## src/wb_pkg.sv

```systemverilog
package wb_pkg;

    // data word for instructions, pcs, write data and cp0 values
    typedef logic [31:0] word_t;

    // register file index
    typedef logic [4:0] reg_addr_t;

    localparam int NUM_REGS = 32;

    // one instruction moving from memory to writeback
    typedef struct packed {
        logic      valid;
        logic      reg_wen;
        reg_addr_t reg_waddr;
        word_t     inst;
        word_t     pc;
        word_t     reg_wdata;
    } lane_t;

    // cp0 debug values, master lane only
    typedef struct packed {
        word_t cp0_count;
        word_t cp0_random;
        word_t cp0_cause;
        logic  int_pending;
    } dbg_t;

    // writeback stage controller states
    typedef enum logic [1:0] {
        st_run,
        st_stall,
        st_flush
    } ctrl_state_t;

    // debug port word addresses above the register window
    localparam logic [5:0] DBG_ADDR_RETIRED = 6'd32;
    localparam logic [5:0] DBG_ADDR_CYCLES  = 6'd33;

endpackage

```

## src/wb_stage_ctrl.sv

```systemverilog
`timescale 1ns/1ps

module wb_stage_ctrl (
    input  logic clk,
    input  logic rst_n,
    input  logic stall,
    input  logic except_master,
    input  logic except_slave,
    output logic clear_master,
    output logic clear_slave,
    output logic ena_master,
    output logic ena_slave
);
    import wb_pkg::*;

    ctrl_state_t state;
    ctrl_state_t state_next;

    always_ff @(posedge clk) begin
        if (!rst_n) begin
            state <= st_run;
        end else begin
            state <= state_next;
        end
    end

    always_comb begin
        clear_master = 1'b0;
        clear_slave  = 1'b0;
        ena_master   = 1'b1;
        ena_slave    = 1'b1;
        state_next   = state;

        case (state)
            st_flush: begin
                // squash the wrong-path pair behind the exception
                clear_master = 1'b1;
                clear_slave  = 1'b1;
                state_next   = st_run;
            end
            default: begin
                // st_run and st_stall share the request priority
                if (except_master) begin
                    clear_master = 1'b1;
                    clear_slave  = 1'b1;
                    state_next   = st_flush;
                end else if (except_slave) begin
                    // master is older, so it still retires
                    clear_slave  = 1'b1;
                    state_next   = st_flush;
                end else if (stall) begin
                    ena_master   = 1'b0;
                    ena_slave    = 1'b0;
                    state_next   = st_stall;
                end else begin
                    state_next   = st_run;
                end
            end
        endcase
    end

    // a flush always hands control back to st_run, never straight to a stall
    a_flush_returns_to_run: assert property (
        @(posedge clk) disable iff (!rst_n)
        (state == st_flush && clear_master) |=> (state == st_run));

endmodule

```

## src/mem_wb.sv

```systemverilog
`timescale 1ns/1ps

module mem_wb (
    input  logic          clk,
    input  logic          rst_n,
    input  logic          clear_master,
    input  logic          clear_slave,
    input  logic          ena_master,
    input  logic          ena_slave,
    input  wb_pkg::lane_t m_master,
    input  wb_pkg::lane_t m_slave,
    input  wb_pkg::dbg_t  m_dbg,
    output wb_pkg::lane_t w_master,
    output wb_pkg::lane_t w_slave,
    output wb_pkg::dbg_t  w_dbg
);
    import wb_pkg::*;

    lane_t master_q;
    lane_t slave_q;
    dbg_t  dbg_q;

    // high only in the cycle right after a load
    logic fresh_master;
    logic fresh_slave;

    // master lane carries the cp0 debug values along
    always_ff @(posedge clk) begin
        if (!rst_n || clear_master) begin
            master_q     <= '0;
            dbg_q        <= '0;
            fresh_master <= 1'b0;
        end else if (ena_master) begin
            master_q     <= m_master;
            dbg_q        <= m_dbg;
            fresh_master <= 1'b1;
        end else begin
            fresh_master <= 1'b0;
        end
    end

    always_ff @(posedge clk) begin
        if (!rst_n || clear_slave) begin
            slave_q     <= '0;
            fresh_slave <= 1'b0;
        end else if (ena_slave) begin
            slave_q     <= m_slave;
            fresh_slave <= 1'b1;
        end else begin
            fresh_slave <= 1'b0;
        end
    end

    // held entries keep their contents but read as not valid
    always_comb begin
        w_master       = master_q;
        w_master.valid = master_q.valid & fresh_master;
        w_slave        = slave_q;
        w_slave.valid  = slave_q.valid & fresh_slave;
    end

    assign w_dbg = dbg_q;

    a_clear_master_kills_valid: assert property (
        @(posedge clk) disable iff (!rst_n) clear_master |=> !w_master.valid);

    a_clear_slave_kills_valid: assert property (
        @(posedge clk) disable iff (!rst_n) clear_slave |=> !w_slave.valid);

endmodule

```

## src/wb_regfile.sv

```systemverilog
`timescale 1ns/1ps

module wb_regfile (
    input  logic              clk,
    input  logic              rst_n,
    input  wb_pkg::lane_t     w_master,
    input  wb_pkg::lane_t     w_slave,
    input  wb_pkg::reg_addr_t rd_addr,
    output wb_pkg::word_t     rd_data
);
    import wb_pkg::*;

    word_t regs [NUM_REGS];

    logic master_we;
    logic slave_we;

    // register 0 is hardwired, never take a write to it
    assign master_we = w_master.valid && w_master.reg_wen && (w_master.reg_waddr != '0);
    assign slave_we  = w_slave.valid && w_slave.reg_wen && (w_slave.reg_waddr != '0);

    always_ff @(posedge clk) begin
        if (!rst_n) begin
            for (int i = 0; i < NUM_REGS; i++) begin
                regs[i] <= '0;
            end
        end else begin
            if (master_we) begin
                regs[w_master.reg_waddr] <= w_master.reg_wdata;
            end
            // slave is later in program order, so it wins on the same index
            if (slave_we) begin
                regs[w_slave.reg_waddr] <= w_slave.reg_wdata;
            end
        end
    end

    assign rd_data = regs[rd_addr];

endmodule

```

## src/retire_counter.sv

```systemverilog
`timescale 1ns/1ps

module retire_counter (
    input  logic          clk,
    input  logic          rst_n,
    input  wb_pkg::lane_t w_master,
    input  wb_pkg::lane_t w_slave,
    output wb_pkg::word_t retired,
    output wb_pkg::word_t cycles
);
    import wb_pkg::*;

    word_t retire_inc;

    // zero, one or two lanes retire per edge
    assign retire_inc = word_t'(w_master.valid) + word_t'(w_slave.valid);

    always_ff @(posedge clk) begin
        if (!rst_n) begin
            retired <= '0;
        end else begin
            retired <= retired + retire_inc;
        end
    end

    // free running, wraps at 32 bits
    always_ff @(posedge clk) begin
        if (!rst_n) begin
            cycles <= '0;
        end else begin
            cycles <= cycles + word_t'(1);
        end
    end

endmodule

```

## src/wb_debug_port.sv

```systemverilog
`timescale 1ns/1ps

module wb_debug_port (
    input  logic              clk,
    input  logic              rst_n,
    input  logic              wb_cyc,
    input  logic              wb_stb,
    input  logic              wb_we,
    input  logic [5:0]        wb_adr,
    output wb_pkg::word_t     wb_dat_o,
    output logic              wb_ack,
    output wb_pkg::reg_addr_t rd_addr,
    input  wb_pkg::word_t     rd_data,
    input  wb_pkg::word_t     retired,
    input  wb_pkg::word_t     cycles
);
    import wb_pkg::*;

    logic  req;
    word_t sel_data;

    // no new request in the ack cycle, stb is still up there
    assign req     = wb_cyc && wb_stb && !wb_ack;
    assign rd_addr = wb_adr[4:0];

    always_comb begin
        if (wb_we) begin
            sel_data = '0;
        end else if (!wb_adr[5]) begin
            sel_data = rd_data;
        end else if (wb_adr == DBG_ADDR_RETIRED) begin
            sel_data = retired;
        end else if (wb_adr == DBG_ADDR_CYCLES) begin
            sel_data = cycles;
        end else begin
            sel_data = '0;
        end
    end

    always_ff @(posedge clk) begin
        if (!rst_n) begin
            wb_ack <= 1'b0;
        end else begin
            wb_ack <= req;
        end
    end

    always_ff @(posedge clk) begin
        if (req) begin
            wb_dat_o <= sel_data;
        end
    end

    a_ack_single_cycle: assert property (
        @(posedge clk) disable iff (!rst_n) wb_ack |=> !wb_ack);

endmodule

```

## src/wb_subsys_top.sv

```systemverilog
`timescale 1ns/1ps

module wb_subsys_top (
    input  logic          clk,
    input  logic          rst_n,
    input  wb_pkg::lane_t m_master,
    input  wb_pkg::lane_t m_slave,
    input  wb_pkg::dbg_t  m_dbg,
    input  logic          stall,
    input  logic          except_master,
    input  logic          except_slave,
    output wb_pkg::lane_t w_master,
    output wb_pkg::lane_t w_slave,
    output wb_pkg::dbg_t  w_dbg,
    input  logic          wb_cyc,
    input  logic          wb_stb,
    input  logic          wb_we,
    input  logic [5:0]    wb_adr,
    output wb_pkg::word_t wb_dat_o,
    output logic          wb_ack
);
    import wb_pkg::*;

    logic clear_master;
    logic clear_slave;
    logic ena_master;
    logic ena_slave;

    reg_addr_t rd_addr;
    word_t     rd_data;
    word_t     retired;
    word_t     cycles;

    wb_stage_ctrl u_ctrl (
        .clk           (clk),
        .rst_n         (rst_n),
        .stall         (stall),
        .except_master (except_master),
        .except_slave  (except_slave),
        .clear_master  (clear_master),
        .clear_slave   (clear_slave),
        .ena_master    (ena_master),
        .ena_slave     (ena_slave)
    );

    mem_wb u_mem_wb (
        .clk          (clk),
        .rst_n        (rst_n),
        .clear_master (clear_master),
        .clear_slave  (clear_slave),
        .ena_master   (ena_master),
        .ena_slave    (ena_slave),
        .m_master     (m_master),
        .m_slave      (m_slave),
        .m_dbg        (m_dbg),
        .w_master     (w_master),
        .w_slave      (w_slave),
        .w_dbg        (w_dbg)
    );

    wb_regfile u_regfile (
        .clk      (clk),
        .rst_n    (rst_n),
        .w_master (w_master),
        .w_slave  (w_slave),
        .rd_addr  (rd_addr),
        .rd_data  (rd_data)
    );

    retire_counter u_counter (
        .clk      (clk),
        .rst_n    (rst_n),
        .w_master (w_master),
        .w_slave  (w_slave),
        .retired  (retired),
        .cycles   (cycles)
    );

    wb_debug_port u_debug (
        .clk      (clk),
        .rst_n    (rst_n),
        .wb_cyc   (wb_cyc),
        .wb_stb   (wb_stb),
        .wb_we    (wb_we),
        .wb_adr   (wb_adr),
        .wb_dat_o (wb_dat_o),
        .wb_ack   (wb_ack),
        .rd_addr  (rd_addr),
        .rd_data  (rd_data),
        .retired  (retired),
        .cycles   (cycles)
    );

endmodule

```

## config.mk

```make
export PLATFORM = sky130hd
export DESIGN_NAME = wb_subsys_top
export DESIGN_NICKNAME = d
export VERILOG_FILES = /design/src/wb_pkg.sv /design/src/wb_stage_ctrl.sv /design/src/mem_wb.sv /design/src/wb_regfile.sv /design/src/retire_counter.sv /design/src/wb_debug_port.sv /design/src/wb_subsys_top.sv
export SDC_FILE = /design/constraint.sdc
export NUM_CORES = 2
export LEC_CHECK = 0
export ABC_AREA = 1
export BUFFER_PORTS_ARGS = -buffer_cell sky130_fd_sc_hd__buf_4
export CAP_MARGIN = 5
export CELL_PAD_IN_SITES_DETAIL_PLACEMENT = 0
export CELL_PAD_IN_SITES_GLOBAL_PLACEMENT = 1
export CORE_MARGIN = 5
export CORE_UTILIZATION = 43
export DETAILED_ROUTE_END_ITERATION = 8
export GPL_TIMING_DRIVEN = 0
export PLACE_DENSITY_LB_ADDON = 0.15
export RECOVER_POWER = 50
export SETUP_SLACK_MARGIN = 0.05
export SKIP_LAST_GASP = 1
export SLEW_MARGIN = 20
export SYNTH_ARGS = -nofsm -noshare
export SYNTH_HDL_FRONTEND = slang
export SYNTH_SLANG_ARGS = --single-unit
```

## constraint.sdc

```tcl
create_clock -name clk -period 10.3 [get_ports clk]
set_input_delay 1.03 -clock clk [delete_from_list [all_inputs] [get_ports clk]]
set_output_delay 1.03 -clock clk [all_outputs]
set_load 0.1 [all_outputs]
```

==> results.json <==
{
  "yosysWarnings": 0,
  "grt_start_max_net_pins": 41,
  "skew_ps": 47.05,
  "clk_latency_ps": 860,
  "grt_pass1_wl_um": 523900,
  "die_width_um": 425.9,
  "post_cts_buffers": 0,
  "dieArea_um2": 181400,
  "drt_pass1_iterations": 8,
  "seq_area_frac_synth": 0.5264,
  "fin_crit_ps": 5387,
  "clkSinkCount": 1428,
  "fin_crit_sh": 0.5230,
  "io_pins": 653,
  "swShare": 0.2881,
  "drtAntennaViolNets": 0,
  "vias_per_cell": 5.707,
  "wl_per_cell_um": 29.73,
  "num-nets-final": 10879,
  "critPathSlowestCell": "o221ai_1",
  "hold_path.class": "primary input to flop",
  "cts_made_buffers": 166,
  "max_cap_viol_count": 5,
  "io_buffers": 650,
  "status": "finished with violations",
  "fin_setup_tns_ps": 0,
  "dp_hpwl_um": 297600,
  "h-tree-depth": 4,
  "hold_buffers": 0,
  "worst_slew_pin_slew_ps": 2889,
  "fillers": 17467,
  "antenna_found_initial": 30,
  "cpPeakStageDelay_ps": 1440,
  "cts_root_buffer": "clkbuf_16",
  "max_freq_ghz": 0.1856,
  "rsz0062_at_grt": "false",
  "ys_ff_latch": 1428,
  "cp.required_ps": 10760,
  "power_frac_comb": 0.122,
  "start_util": 0.4327,
  "drive_above_1_share": 0.09909,
  "place.gp.congestion": 1.035,
  "setup_violations": 0,
  "p_int_uw": 10130,
  "hold_viol": 0,
  "post_cts_resized": 0,
  "grt_pass1_vias": 68613,
  "area_growth_pct": 17.23,
  "route.detailed.drc": 0,
  "p_sw_uw": 4098,
  "setup.worst_path.start_class": "primary input",
  "drt_iter0_markers": 11295,
  "cp.arrival_ps": 5840,
  "register_area_um2": 39160,
  "worstSetupPathType": "primary input to flop",
  "path_cells": "clkbuf_1, nand2_1, nor2_1, nand3b_1, clkbuf_1, o221ai_1, clkbuf_1",
  "multi_input_area_um2": 28140,
  "power_frac_seq": 0.453,
  "synthFlopType": "edfxtp_1",
  "synth_cell_types": 38,
  "max_slew_margin": -0.9257,
  "peakVddDrop_mv": 0.1928,
  "p_leak_uw": 0.03820,
  "cts_tree": "yes",
  "holdWs_ps": 357.8,
  "synth-async-reset-ratio": 0,
  "end_kind": "flop",
  "grt_overflow_total": 0,
  "postSynthCellCount": 9654,
  "fp-row-count": 152,
  "cpMostUsedCell": "clkbuf_1",
  "core_um2": 171900,
  "p_clk_frac": 0.425,
  "synth.avg_cell_area_um2": 7.705,
  "num_vias": 74348,
  "clk_pin_slew_ps": 60,
  "synth_area_um2": 74390,
  "die_y_um": 425.9,
  "synth_edf_count": 1056,
  "clockBufferDepth": 3,
  "cp_max_fo": 20,
  "drt-total-wl_um": 387400,
  "final_max_slew_viol_count": 80,
  "violations": "max-capacitance violations, max-slew violations",
  "pwr_density_cell_nw_per_um2": 163.1,
  "fin_total_pwr_uw": 14220,
  "grtUsageTotal": 0.4132
}
-- state kept, by name (all words and copies together) (netlist names) --
register and flops:
u_mem_wb.fresh_slave 1, u_mem_wb.w_dbg 97, u_counter.retired 32, u_counter.cycles 32, u_debug.wb_dat_o 32, u_ctrl.state 2, u_regfile.regs 1024, u_debug.wb_ack 1
u_mem_wb.w_master 102, u_mem_wb.fresh_master 1, u_mem_wb.slave_q 1, u_mem_wb.w_slave 102, u_mem_wb.master_q 1
-- final timing paths --
check | endpoint | from | slack (ps) | depth (start not counted)
setup / recovery | u_regfile.regs[6][8]$_DFFE_PP_ | rst_n | 4910 | 7
hold / removal | u_mem_wb.fresh_slave$_SDFF_PP0_ | stall | 360 | 2
setup reg to reg | u_regfile.regs[5][9]$_DFFE_PP_ | u_mem_wb.slave_q[102]$_SDFFE_PP0P_ | 5210 | 9
hold reg to reg | u_mem_wb.w_master[86]$_SDFFE_PP0P_ | u_mem_wb.w_master[86]$_SDFFE_PP0P_ | 460 | 2
-- Yosys cell counts (all sizes together) (5+ instances only) --
library cell / instances / area, um^2
nor2: 307 / 1222
o21ai: 212 / 1061
nand4: 70 / 444.2
a21oi: 509 / 2547
dfxtp: 372 / 7447
nor3: 49 / 282.8
nand2: 4198 / 15780
a22o: 64 / 560.5
nand3b: 14 / 117.6
clkinv: 6 / 22.52
nand3: 1148 / 5756
xor2: 9 / 78.83
o22ai: 13 / 81.33
inv: 618 / 2320
buf: 539 / 3099
clkbuf: 451 / 1693
nor3b: 5 / 37.54
edfxtp: 1056 / 31710
-- final cells by class --
type	count	share of cell area
Antenna cell	20	0.0005739
Buffer	990	0.05445
Clock buffer	228	0.05325
Clock inverter	80	0.008480
Inverter	624	0.02686
Multi-Input combinational cell	6643	0.3227
Sequential cell	1428	0.4490
Tap cell	2310	0.03314
Timing Repair Buffer	704	0.05151
-- critical path, delay by kind of cell --
kind / cells / cell delay (ps)
AO/OA/AOI/OAI: 1 / 1440
buffers and inverters: 3 / 2250
AND/OR/NAND/NOR: 3 / 1090
-- layout by cell type, fill, tap and decap left out, drive strengths merged, types with 2 or more instances in the layout --
cell type,count
nor3b,5
inv,622
bufinv,11
xor2,9
diode,20
clkinvlp,7
conb,32
or2,4
a21oi,509
nand3,1148
ha,4
nand3b,14
edfxtp,1056
o21ai,212
nor3,49
o22ai,13
dfxtp,372
nor4,2
a22o,64
buf,827
nor2,307
nand4,70
clkbuf,1095
clkinv,64
nand2,4198
-- layer usage --
metal	part of all wire	global-route usage	up-vias
li1	-	-	32780
met1	0.37	0.5328	35244
met2	0.43	0.6222	5382
met3	0.13	0.1167	936
met4	0.066	0.2389	6
met5	0.00010	0	-
-- power groups by stage --
stage	registers [uW]	logic (uW)	clock network [uW]
final	6450	1730	6050
after detailed placement	6560	1710	0
after global placement	6570	1660	0
after floorplan	6680	770	0
after CTS	6440	1710	6030
after global routing	6460	1760	6250
-- kinds of logic after synthesis --
group,count (synthesis),share of synthesized area
buf+inv,1614,0.09591
xor+xnor,9,0.001060
fa+ha+maj,5,0.0009420
compound gates,800,0.05736
other cells,1,0.00005041
flops,1428,0.5264
simple gates,5797,0.3183
-- stage by stage --
stage	util	setup WS, ps	instance area (um^2)	std cells
after floorplan	-	5841	74500	9685
after global placement	0.4785	3374	82270	12645
after detailed placement	0.4847	5537	83320	12698
after CTS	0.5160	6174	88710	13006
after global routing	0.5070	4989	87160	13011
final	0.5072	4913	87200	13027
Note: power is estimated with default switching activity, not from simulation.
